**config.mk**
```make
export PLATFORM = sky130hd
export DESIGN_NAME = apb_csum_top
export DESIGN_NICKNAME = d
export VERILOG_FILES = /design/src/hdl/apb_pkg.sv /design/src/hdl/csum_pkg.sv /design/src/hdl/apb_slv_sif.sv /design/src/hdl/csum_reg_ctrl.sv /design/src/hdl/fletcher_engine.sv /design/src/hdl/scratch_regs.sv /design/src/hdl/apb_csum_top.sv
export SDC_FILE = /design/constraint.sdc
export NUM_CORES = 1
export LEC_CHECK = 0
export BUFFER_PORTS_ARGS = -buffer_cell sky130_fd_sc_hd__buf_2
export CORE_UTILIZATION = 30
export CTS_BUF_LIST = sky130_fd_sc_hd__clkbuf_8
export DETAILED_ROUTE_END_ITERATION = 8
export HOLD_SLACK_MARGIN = 0.06
export PLACE_DENSITY = 0.47
export RECOVER_POWER = 50
export SYNTH_ARGS = -nofsm -noshare
export SYNTH_HDL_FRONTEND = slang
export SYNTH_SLANG_ARGS = --single-unit
```
**constraint.sdc**
```tcl
create_clock -name PCLK -period 6.9 [get_ports PCLK]
set_input_delay 0.345 -clock PCLK [delete_from_list [all_inputs] [get_ports PCLK]]
set_output_delay 0.345 -clock PCLK [all_outputs]
set_load 0.05 [all_outputs]
```
**src/hdl/apb_pkg.sv**
```systemverilog
/*
  APB bus-side widths and the request/response structs between the
  slave adapter and the register controller. One build width only.
  Field order of both structs is fixed; the testbench may rely on it.
*/

package apb_pkg;

   // bus widths
   localparam int ADDR_W = 12;
   localparam int DATA_W = 32;
   localparam int USER_W = 4;

   // registered request toward the controller, 49 bits
   typedef struct packed {
      logic              write;
      logic [ADDR_W-1:0] addr;
      logic [DATA_W-1:0] wdata;
      // bit 0 marks a privileged master
      logic [USER_W-1:0] user;
   } comp_req_t;

   // controller answer, plain levels, 34 bits
   typedef struct packed {
      // stall the access phase while set
      logic              hold;
      logic              slverr;
      logic [DATA_W-1:0] rdata;
   } comp_rsp_t;

endpackage

```
**src/hdl/csum_pkg.sv**
```systemverilog
/*
  Register map and engine interface types for the Fletcher-16 block.
  Offsets are word aligned; the low two address bits are ignored.
  The four scratch words sit at 0x010..0x01C and must stay 16-byte aligned.
*/

package csum_pkg;

   // register offsets
   localparam logic [apb_pkg::ADDR_W-1:0] OFS_CTRL   = 12'h000;
   localparam logic [apb_pkg::ADDR_W-1:0] OFS_DATA   = 12'h004;
   localparam logic [apb_pkg::ADDR_W-1:0] OFS_RESULT = 12'h008;
   localparam logic [apb_pkg::ADDR_W-1:0] OFS_STATUS = 12'h00C;
   localparam logic [apb_pkg::ADDR_W-1:0] OFS_SCR0   = 12'h010;

   // scratch bank size and index width
   localparam int NUM_SCR   = 4;
   localparam int SCR_IDX_W = $clog2(NUM_SCR);

   // engine folds one byte per cycle
   localparam int BYTES_PER_WORD = 4;
   localparam int BYTE_CNT_W     = $clog2(BYTES_PER_WORD);

   // CTRL register layout
   typedef struct packed {
      logic [30:0] reserved;
      logic        clear;
   } ctrl_fields_t;

   // one written word, seen raw or as CTRL fields
   typedef union packed {
      logic [31:0]  raw;
      ctrl_fields_t f;
   } ctrl_word_u;

   // controller to engine, start and clear are one-cycle pulses
   typedef struct packed {
      logic        start;
      logic        clear;
      logic [31:0] word;
   } eng_cmd_t;

   // engine to controller
   typedef struct packed {
      logic        busy;
      logic [7:0]  sum1;
      logic [7:0]  sum2;
      logic [15:0] count;
   } eng_stat_t;

endpackage

```
**src/hdl/apb_slv_sif.sv**
```systemverilog
/*
  APB slave adapter. Setup-phase fields are registered into req and dv
  stays high from setup until the access phase completes with PREADY.
  Wait states come only from rsp.hold. An access phase without a
  preceding setup is answered with PSLVERR. PSTRB is not supported.
*/

`timescale 1ns/1ns

module apb_slv_sif (
   input  logic                        PCLK,
   input  logic                        PRESETn,
   input  logic [apb_pkg::ADDR_W-1:0]  PADDR,
   input  logic                        PSEL,
   input  logic                        PENABLE,
   input  logic                        PWRITE,
   input  logic [apb_pkg::DATA_W-1:0]  PWDATA,
   input  logic [apb_pkg::USER_W-1:0]  PAUSER,
   output logic                        PREADY,
   output logic                        PSLVERR,
   output logic [apb_pkg::DATA_W-1:0]  PRDATA,
   output logic                        dv,
   output apb_pkg::comp_req_t          req,
   input  apb_pkg::comp_rsp_t          rsp
);

   logic setup_phase;
   logic access_phase;
   logic valid_access;

   // bus phase decode
   assign setup_phase  = PSEL & ~PENABLE;
   assign access_phase = PSEL & PENABLE;
   // access that followed a registered setup
   assign valid_access = dv & access_phase;

   always_ff @(posedge PCLK or negedge PRESETn) begin
      if (!PRESETn) begin
         req <= '0;
         dv  <= 1'b0;
      end else begin
         // capture the request fields at setup
         if (setup_phase) begin
            req.addr  <= PADDR;
            req.write <= PWRITE;
            req.user  <= PAUSER;
         end
         // read transfers keep the previous write data
         if (setup_phase && PWRITE) begin
            req.wdata <= PWDATA;
         end
         // set at setup, drop once the access completes
         if (setup_phase) begin
            dv <= 1'b1;
         end else if (access_phase && PREADY) begin
            dv <= 1'b0;
         end
      end
   end

   // wait states only while the component holds
   assign PREADY  = valid_access ? ~rsp.hold : 1'b1;
   // access without setup is a protocol error
   assign PSLVERR = valid_access ? rsp.slverr : access_phase;
   assign PRDATA  = rsp.rdata;

endmodule

```
**src/hdl/csum_reg_ctrl.sv**
```systemverilog
/*
  Register controller. Decodes one request per transfer, holds the bus
  while the engine is busy for DATA writes, RESULT reads and CTRL writes,
  and commits in the single cycle where dv is high and hold is low.
  Erroring transfers are never held and have no side effect.
*/

`timescale 1ns/1ns

module csum_reg_ctrl (
   input  logic                                  PCLK,
   input  logic                                  PRESETn,
   input  logic                                  dv,
   input  apb_pkg::comp_req_t                    req,
   output apb_pkg::comp_rsp_t                    rsp,
   output csum_pkg::eng_cmd_t                    eng_cmd,
   input  csum_pkg::eng_stat_t                   eng_stat,
   output logic                                  scr_we,
   output logic [csum_pkg::SCR_IDX_W-1:0]        scr_idx,
   output logic [apb_pkg::DATA_W-1:0]            scr_wdata,
   input  logic [csum_pkg::NUM_SCR-1:0][apb_pkg::DATA_W-1:0] scr_words
);

   logic [apb_pkg::ADDR_W-3:0] word_ofs;
   logic                       is_ctrl;
   logic                       is_data;
   logic                       is_result;
   logic                       is_status;
   logic                       is_scr;
   logic                       unmapped;
   logic                       err;
   logic                       hold;
   logic                       commit;
   logic                       privileged;
   csum_pkg::ctrl_word_u       wv;

   // word offset, byte lanes ignored
   assign word_ofs = req.addr[apb_pkg::ADDR_W-1:2];

   // register select
   assign is_ctrl   = (word_ofs == csum_pkg::OFS_CTRL[apb_pkg::ADDR_W-1:2]);
   assign is_data   = (word_ofs == csum_pkg::OFS_DATA[apb_pkg::ADDR_W-1:2]);
   assign is_result = (word_ofs == csum_pkg::OFS_RESULT[apb_pkg::ADDR_W-1:2]);
   assign is_status = (word_ofs == csum_pkg::OFS_STATUS[apb_pkg::ADDR_W-1:2]);
   // scratch window of NUM_SCR words from OFS_SCR0
   assign is_scr    = (word_ofs >= csum_pkg::OFS_SCR0[apb_pkg::ADDR_W-1:2]) &&
                      (word_ofs < csum_pkg::OFS_SCR0[apb_pkg::ADDR_W-1:2] + csum_pkg::NUM_SCR);
   assign unmapped  = ~(is_ctrl | is_data | is_result | is_status | is_scr);

   assign privileged = req.user[0];

   // illegal direction, unmapped or unprivileged CTRL write
   assign err = unmapped
              | (~req.write & (is_data | is_ctrl))
              | (req.write & (is_result | is_status))
              | (req.write & is_ctrl & ~privileged);

   // stall until the engine is idle, STATUS and scratch never wait
   assign hold = dv & eng_stat.busy & ~err &
                 ((req.write & is_data) | (~req.write & is_result) |
                  (req.write & is_ctrl));

   // the one cycle in which side effects happen
   assign commit = dv & ~hold & ~err;

   // same write data seen as raw word or CTRL fields
   assign wv.raw = req.wdata;

   // engine pulses, registered in the engine at the commit edge
   assign eng_cmd.start = commit & req.write & is_data;
   assign eng_cmd.clear = commit & req.write & is_ctrl & wv.f.clear;
   assign eng_cmd.word  = wv.raw;

   // scratch write, base is 16-byte aligned so addr[3:2] is the index
   assign scr_we    = commit & req.write & is_scr;
   assign scr_idx   = req.addr[2 +: csum_pkg::SCR_IDX_W];
   assign scr_wdata = wv.raw;

   // read mux
   always_comb begin
      rsp.rdata = '0;
      if (!req.write) begin
         if (is_result) begin
            // held while busy, so sums are final here
            rsp.rdata = {16'h0000, eng_stat.sum2, eng_stat.sum1};
         end else if (is_status) begin
            rsp.rdata = {eng_stat.busy, 15'h0000, eng_stat.count};
         end else if (is_scr) begin
            rsp.rdata = scr_words[scr_idx];
         end
      end
   end

   assign rsp.hold   = hold;
   assign rsp.slverr = err;

endmodule

```
**src/hdl/fletcher_engine.sv**
```systemverilog
/*
  Fletcher-16 engine. A start pulse latches a 32-bit word, then one byte
  is folded per cycle, least significant first, both sums mod 255.
  Busy lasts exactly BYTES_PER_WORD cycles; count bumps when it ends.
  Start and clear are only issued while idle.
*/

`timescale 1ns/1ns

module fletcher_engine (
   input  logic                PCLK,
   input  logic                PRESETn,
   input  csum_pkg::eng_cmd_t  cmd,
   output csum_pkg::eng_stat_t stat
);

   logic [31:0]                     word_q;
   logic [csum_pkg::BYTE_CNT_W-1:0] byte_cnt;
   logic [7:0]                      sum1_nxt;
   logic [7:0]                      sum2_nxt;
   logic                            last_byte;

   // a + b mod 255, both inputs below 255
   function automatic logic [7:0] add_mod255(input logic [7:0] a, input logic [7:0] b);
      logic [8:0] s;
      s = {1'b0, a} + {1'b0, b};
      if (s >= 9'd255) begin
         s = s - 9'd255;
      end
      return s[7:0];
   endfunction

   // next sums from the current low byte
   assign sum1_nxt  = add_mod255(stat.sum1, word_q[7:0]);
   assign sum2_nxt  = add_mod255(stat.sum2, sum1_nxt);
   assign last_byte = (byte_cnt == csum_pkg::BYTE_CNT_W'(csum_pkg::BYTES_PER_WORD - 1));

   // word shift register
   always_ff @(posedge PCLK) begin
      if (cmd.start) begin
         word_q <= cmd.word;
      end else if (stat.busy) begin
         word_q <= word_q >> 8;
      end
   end

   always_ff @(posedge PCLK or negedge PRESETn) begin
      if (!PRESETn) begin
         stat     <= '0;
         byte_cnt <= '0;
      end else if (cmd.clear) begin
         stat.sum1  <= '0;
         stat.sum2  <= '0;
         stat.count <= '0;
      end else if (cmd.start) begin
         stat.busy <= 1'b1;
         byte_cnt  <= '0;
      end else if (stat.busy) begin
         stat.sum1 <= sum1_nxt;
         stat.sum2 <= sum2_nxt;
         byte_cnt  <= byte_cnt + 1'b1;
         // word done after the fourth byte
         if (last_byte) begin
            stat.busy  <= 1'b0;
            stat.count <= stat.count + 16'd1;
         end
      end
   end

endmodule

```
**src/hdl/scratch_regs.sv**
```systemverilog
/*
  Scratch register bank, four 32-bit words with an indexed write.
  All words read in parallel; the controller picks one.
  Contents reset to zero.
*/

`timescale 1ns/1ns

module scratch_regs (
   input  logic                                              PCLK,
   input  logic                                              PRESETn,
   input  logic                                              we,
   input  logic [csum_pkg::SCR_IDX_W-1:0]                    idx,
   input  logic [apb_pkg::DATA_W-1:0]                        wdata,
   output logic [csum_pkg::NUM_SCR-1:0][apb_pkg::DATA_W-1:0] words
);

   always_ff @(posedge PCLK or negedge PRESETn) begin
      if (!PRESETn) begin
         words <= '0;
      end else if (we) begin
         // one word per commit
         words[idx] <= wdata;
      end
   end

endmodule

```
**src/hdl/apb_csum_top.sv**
```systemverilog
/*
  APB Fletcher-16 checksum peripheral with four scratch registers.
  PPROT is accepted for interface compatibility and ignored.
  PAUSER bit 0 must be set to write CTRL. No PSTRB, DMA or interrupts.
*/

`timescale 1ns/1ns

module apb_csum_top (
   input  logic                       PCLK,
   input  logic                       PRESETn,
   input  logic [apb_pkg::ADDR_W-1:0] PADDR,
   input  logic [2:0]                 PPROT,
   input  logic                       PSEL,
   input  logic                       PENABLE,
   input  logic                       PWRITE,
   input  logic [apb_pkg::DATA_W-1:0] PWDATA,
   input  logic [apb_pkg::USER_W-1:0] PAUSER,
   output logic                       PREADY,
   output logic                       PSLVERR,
   output logic [apb_pkg::DATA_W-1:0] PRDATA
);

   logic                                              dv;
   apb_pkg::comp_req_t                                req;
   apb_pkg::comp_rsp_t                                rsp;
   csum_pkg::eng_cmd_t                                eng_cmd;
   csum_pkg::eng_stat_t                               eng_stat;
   logic                                              scr_we;
   logic [csum_pkg::SCR_IDX_W-1:0]                    scr_idx;
   logic [apb_pkg::DATA_W-1:0]                        scr_wdata;
   logic [csum_pkg::NUM_SCR-1:0][apb_pkg::DATA_W-1:0] scr_words;

   // bus adapter
   apb_slv_sif u_sif (
      .PCLK    (PCLK),
      .PRESETn (PRESETn),
      .PADDR   (PADDR),
      .PSEL    (PSEL),
      .PENABLE (PENABLE),
      .PWRITE  (PWRITE),
      .PWDATA  (PWDATA),
      .PAUSER  (PAUSER),
      .PREADY  (PREADY),
      .PSLVERR (PSLVERR),
      .PRDATA  (PRDATA),
      .dv      (dv),
      .req     (req),
      .rsp     (rsp)
   );

   // register decode and commit
   csum_reg_ctrl u_ctrl (
      .PCLK      (PCLK),
      .PRESETn   (PRESETn),
      .dv        (dv),
      .req       (req),
      .rsp       (rsp),
      .eng_cmd   (eng_cmd),
      .eng_stat  (eng_stat),
      .scr_we    (scr_we),
      .scr_idx   (scr_idx),
      .scr_wdata (scr_wdata),
      .scr_words (scr_words)
   );

   // checksum datapath
   fletcher_engine u_engine (
      .PCLK    (PCLK),
      .PRESETn (PRESETn),
      .cmd     (eng_cmd),
      .stat    (eng_stat)
   );

   scratch_regs u_scratch (
      .PCLK    (PCLK),
      .PRESETn (PRESETn),
      .we      (scr_we),
      .idx     (scr_idx),
      .wdata   (scr_wdata),
      .words   (scr_words)
   );

endmodule

```
* Word-level counts from Yosys, hierarchy flattened
Index checks and enable logic that the tools add are counted.
** Cells by class
- Reductions and logical operators :: 12
- Add/subtract/negate cells :: 6
- Bitwise gates (word level) :: 36
- Eq/ne operators :: 5
- Mux-type cells :: 25
- Magnitude comparators :: 6
** Operators with widths (count)
- two-way mux 32 bit :: 10
- bitwise mux 128 bit :: 1
- binary-select mux 32 bit (select 2 bit) :: 1
- demux 32 bit (select 2 bit) :: 1
- two-way mux 33 bit :: 1
- == test 10 x 2 -> 1 bit (second input constant) :: 2
- AND 1 bit :: 19
- adder 8 x 8 -> 9 bit :: 2
- greater-or-equal comparator 9 x 8 -> 1 bit (second input constant) :: 2
- adder 16 x 1 -> 16 bit (second input constant) :: 1
- two-way mux 16 bit :: 1
- two-way mux 8 bit :: 2
- subtractor 8 bit (second input constant) :: 2
- == test 10 x 1 -> 1 bit (second input constant) :: 1
- greater-or-equal comparator 10 x 3 -> 1 bit (second input constant) :: 1
- zero test 10 bit :: 1
- less-than comparator 10 x 4 -> 1 bit (second input constant) :: 1
- OR 1 bit :: 10
- nonzero test 2 bit :: 4
- NOT 1 bit :: 7
- two-way mux 1 bit :: 6
- logical AND 1 bit :: 4
- two-way mux 2 bit :: 2
- AND reduction 2 bit :: 2
- other kinds (6) :: 6
** Word-level totals
- Output and inout bits :: 34
- Register bits after elaboration :: 242
- Word-level logic and storage cells :: 105
- Bits of input ports :: 56

* Depth between registers and ports, before layout
- Depth after elaboration :: 20
- Mapped depth :: 16
- Gate-level depth less buffers :: 16

* Hierarchy
Synthesis repeated with hierarchy kept, for this count alone.
** Second synthesis, totals
- Cell total of the unflattened synthesis :: 1007
- Area, all modules :: 13087.6 um2
** Modules (own cells, without submodules)
- scratch_regs :: times used 1, cells an instance 272, area each 4744.6 um2, sequential area each 3203.1 um2
- fletcher_engine :: times used 1, cells an instance 385, area each 4116.4 um2, sequential area each 1836.8 um2
- apb_slv_sif :: times used 1, cells an instance 145, area each 2313.5 um2, sequential area each 1251.2 um2
- csum_reg_ctrl :: times used 1, cells an instance 205, area each 1913.1 um2, sequential area each 0.0 um2

* Worst setup path after synthesis
OpenSTA, ideal clock, no wires.
- Path type :: register to register
- Start point :: register u_engine.stat[24] (netlist bit)
- End point :: register u_engine.stat[16] (netlist bit)
- Cell stages (with the launch flop) :: 16
- Buffers on the path :: 0
- Clock period less this slack :: 4707 ps
- Slack :: 2193 ps
- Setup time :: 122 ps
- Data arrival time :: 4585 ps
- Data required time :: 6778 ps
- Cells stage by stage :: dfrtp_1 -> ha_1 -> fa_1 -> or3b_1 -> mux2i_1 -> o211ai_2 -> or3_4 -> o21ai_1 -> mux2_1 -> fa_1 -> a21o_1 -> a221oi_2 -> xnor2_1 -> and4_1 -> or3_1 -> a32o_1
** On the way
- Cells in the longest elaborated chain, start to end :: 9
- Elaborated cells between the ends (all ways) :: 11
- Those cells by class :: add/sub (4); order compare (2); mux (5)
** Ends and longest elaborated chain
- start: declaration :: line fletcher_engine.sv:14 : output csum_pkg::eng_stat_t stat
- adder 8 x 8 -> 9 bit * :: line fletcher_engine.sv:26 : s = {1'b0, a} + {1'b0, b};
- subtractor 8 bit / greater-or-equal comparator 9 x 8 -> 1 bit (equally long branches) :: line fletcher_engine.sv:28, fletcher_engine.sv:27
- two-way mux 8 bit * :: line fletcher_engine.sv:27 : if (s >= 9'd255) begin
- adder 8 x 8 -> 9 bit * :: line fletcher_engine.sv:26
- subtractor 8 bit / greater-or-equal comparator 9 x 8 -> 1 bit (equally long branches) :: line fletcher_engine.sv:28, fletcher_engine.sv:27
- two-way mux 8 bit * :: line fletcher_engine.sv:27
- two-way mux 33 bit * :: line fletcher_engine.sv:58 : end else if (stat.busy) begin
- two-way mux 32 bit * :: line fletcher_engine.sv:55 : end else if (cmd.start) begin
- two-way mux 32 bit * :: line fletcher_engine.sv:51 : end else if (cmd.clear) begin
Mark *: on every way between the ends. The rest lies on a longest branch, timed or not. The select of a mux whose other input is x is not followed.
A chain may end at the register's enable or synchronous reset.

* Worst setup path after layout
- Start point :: register, netlist name u_sif.req[39]
- End point :: output port PRDATA[11] (netlist bit)
** On the way
- Cells in the longest elaborated chain, start to end :: 6
- Elaborated cells between the ends (all ways) :: 11
- Those cells by class :: order compare (2); eq/ne (2); mux (6); reduce/logical (1)
** Ends and longest elaborated chain
- greater-or-equal comparator 10 x 3 -> 1 bit (tied with other cells) :: line csum_reg_ctrl.sv:46 : assign is_scr = (word_ofs >= csum_pkg::OFS_SCR0[apb_pkg::ADDR_W-1:2]) &&
- logical AND 1 bit / two-way mux 32 bit (equally long branches) :: line csum_reg_ctrl.sv:46, csum_reg_ctrl.sv:89
- two-way mux 32 bit :: line csum_reg_ctrl.sv:88 : end else if (is_scr) begin
- two-way mux 32 bit :: line csum_reg_ctrl.sv:86 : end else if (is_status) begin
- two-way mux 32 bit * :: line csum_reg_ctrl.sv:83 : if (is_result) begin
- two-way mux 32 bit * :: line csum_reg_ctrl.sv:82 : if (!req.write) begin
- end: declaration :: line apb_csum_top.sv:21 : output logic [apb_pkg::DATA_W-1:0] PRDATA
Marked as above.

==> results.cfg <==
[status]
status = finished with violations
violations = max-capacitance violations, max-slew violations

[critical_path]
cp_cell_sequence = clkbuf_1 > inv_1 > or3_1 > or2_1 > o21ai_0 > nor2_1 > buf_2
cpLargestDelayFamily = buffers and inverters
endpoint_kind = primary output
crit_path_max_incr_delay_ps = 1940
required_ps = 6550
worst_setup_path_start_kind = flop
cpMaxStageDelayCell = clkbuf_1
path_buf_inv = 3
crit_path_max_fanout = 41
crit_arrival_ps = 5150
crit_type = reg -> out

[routing]
vias = 8448
wl_met1_mm = 14.3
drtAntennaViolNets = 0
wl_met3_mm = 1.21
wl_met2_mm = 15.5
vias_per_cell = 4.96
drt-initial-drc-count = 419
drc = 0
wl_per_cell_um = 18.5
wl_mm = 31.5
top_layer = met4
dr.pass1.iters = 4

[clock_network]
cts-htree-levels = 2
ctsResizeCount = 0
cts.clk_slew.worst_paths_ps = 50
clockBufferDepth = 3
ctsRootBufferMaster = clkbuf_8
tritoncts = yes
clock_sinks = 240
clock_latency_ps = 570
cts_buffers = 43

[layout]
nets = 1222
area_growth_pct = 19.6
fill_cells = 3949
drive_gt1_share_pct = 31.7
final_area_um2 = 14400
diodes = 0

[worst_hold_path]
hold_class = in -> reg

[timing]
period_share_pct = 79.6
fin_skew_ps = 21.2
timing.fmax_ghz = 0.182
slew_headroom_pct = -171
slew_viol_final = 190
rsz0062_at_grt = no
tns_ps = 0
finalCriticalPeriod_ps = 5490
setup_viol = 0
hold_viol = 0
worst_slew_pin_slew_ps = 4070

[synthesis]
syn_nets = 1093
seq_area_frac_synth_pct = 51.1
yosys-top-cells-area = dfrtp_1 (43%), mux2_2 (16%), edfxtp_1 (8.0%)
synth_top_family_by_area = multiplexers
synthAdderAreaFrac_pct = 2.51
synthSimpleGateAreaFrac_pct = 11.3
synth_compound_area_share_pct = 8.05
synthMuxAreaShare_pct = 22.6
synth_top_area_share_pct = 43.2
yosysUniqueCellTypes = 66
syn_area_per_cell_um2 = 11.9
ys_warn_count = 0
synthXorXnorAreaFrac_pct = 1.60
synth_edf_count = 32
syn-cell-area_um2 = 12100
post_synth_inst_count = 1014
synth_ff_type = dfrtp_1
synth_seq_cells = 240
async_reset_ff_share_pct = 86.7
synth_top_area_cell = dfrtp_1

[global_routing]
grt_pass1_wl_mm = 50.5
grt_pass1_vias = 8746
grt_max_degree = 99
antenna_found_initial = 0
grt_overflow_total = 0
grtUsageTotal_pct = 15.7

[floorplanning]
num_rows = 73
die_y_um = 203
initial_utilization_pct = 30.4
die_w_um = 203
ios = 90
dieArea_um2 = 41000
core_area_um2 = 39700

[run]
cap_violations = 4

[place]
io_buffer_count = 81
gp_congestion = 0.805
placed_cell_area_um2 = 13000
dp_hpwl_mm = 20.4

[pwr]
power_density_nw_per_um2 = 300
ir_worst_vdd_mv = 0.192
leakage_nw = 6.61
[path summary, 6_finish.rpt]
kind	startpoint	endpoint	slack (ps)	cells past startpoint
setup / recovery	u_sif.req[39]	PRDATA[11]	1410	7
hold / removal	PSEL	u_sif.dv	130	3
setup reg to reg	u_engine.stat[24]	u_engine.stat[16]	1610	15
hold reg to reg	u_engine.stat[14]	u_engine.stat[14]	470	1
max in group asynchronous	PRESETn	u_sif.req[39]	1780	3
min in group asynchronous	PRESETn	u_sif.req[24]	410	2
[metal layers]
| layer | vias up | GRT usage [%] |
|---|---|---|
| met5 | - | 0 |
| met4 | 0 | 4.11 |
| met3 | 42 | 2.78 |
| met2 | 139 | 25.9 |
| met1 | 4299 | 21.2 |
| li1 | 3968 | - |
[synth_stat cells, types with 3 or more instances]
master and n:
a211oi_1 4, o221ai_1 3, o2111ai_1 3, o21ai_1 3, mux2i_1 7, clkbuf_1 35, a21oi_1 49, mux4_2 32
o211ai_1 5, xor2_1 7, xnor2_1 15, buf_1 8, inv_1 27, nor3_1 13, and4_1 4, and3_1 22
o311ai_0 3, a21boi_0 3, a211o_1 3, a21o_1 8, buf_4 5, or4_1 3, ha_1 21, and2_1 15
dfrtp_1 208, nand3_1 26, nor2_1 55, a22o_1 4, buf_2 8, o21ai_0 38, mux2_2 171, nand3b_1 3
edfxtp_1 32, or3_1 5, nand2_1 109, nand4_1 9, nor4_1 5, nor2b_1 5
[layout make-up]
cell class,instances,area [µm²],area share (%)
clock inverters,25,196,1.36
well taps,525,657,4.56
inverters,27,101,0.703
flip-flops and latches,240,6170,42.8
multi-input cells,691,5580,38.7
clock buffers,55,757,5.25
repair buffers,140,956,6.63
[cell families after synthesis]
logic type	count (synthesis)
buffers and inverters	83
muxes	211
AOI/OAI and AO/OA	150
adders and majority gates	23
DFF	240
xor gates and xnor gates	22
and+or+nand+nor	285
[state kept, by name, indices dropped and copies added, names as in the netlist]
name               flops
u_scratch.words      128
u_sif.req             44
u_engine.stat         33
u_engine.word_q       32
u_engine.byte_cnt      2
u_sif.dv               1
[worst reg2reg max path, cell delays in order, from the launching register on]
cell      delay, ps
dfrtp_1         400
ha_1            250
fa_1            460
a211oi_1        430
o21ai_0         190
a311oi_2        530
a21o_1          280
o21ai_1         130
mux2_1          400
fa_1            520
a21o_1          240
a221oi_2        320
xnor2_1         190
and4_1          270
or3_1           320
a32o_1          240
[metrics by stage]
step	setup WS (ps)	std cells	hold WS, ps	util, %	total power [W]
2_1_floorplan	2190	1014	49.4	-	0.00253
3_3_place_gp	1710	1579	463	32.8	0.00287
3_5_place_dp	1700	1579	472	32.8	0.00288
4_1_cts	1640	1703	95.6	36.3	0.00438
5_1_grt	689	1703	114	36.3	0.00460
6_report	1410	1703	132	36.3	0.00433
[report_power, final]
part	total, W	internal, W	switching, W
registers	0.00166	0.00153	0.000131
logic	0.00122	0.000480	0.000735
clock network	0.00145	0.000835	0.000614
[cell usage in the layout, fill, tap and decap left out, types with 25 or more instances in the layout]
| cell | Yosys | layout |
|---|---|---|
| mux4_2 | 32 | 32 |
| clkbuf_8 | 0 | 56 |
| nand2_1 | 109 | 109 |
| dlygate4sd3_1 | 0 | 44 |
| mux2_2 | 171 | 171 |
| dfrtp_1 | 208 | 206 |
| o21ai_0 | 38 | 39 |
| edfxtp_1 | 32 | 32 |
| nor2_1 | 55 | 54 |
| a21oi_1 | 49 | 49 |
| nand3_1 | 26 | 25 |
| buf_2 | 8 | 80 |
| inv_1 | 27 | 40 |
[repair_timing]
item                      CTS  global route
hold buffers               44             0
buffers inserted            0             0
hold endpoints to repair  139             0
(Power assumes the default switching activity.)
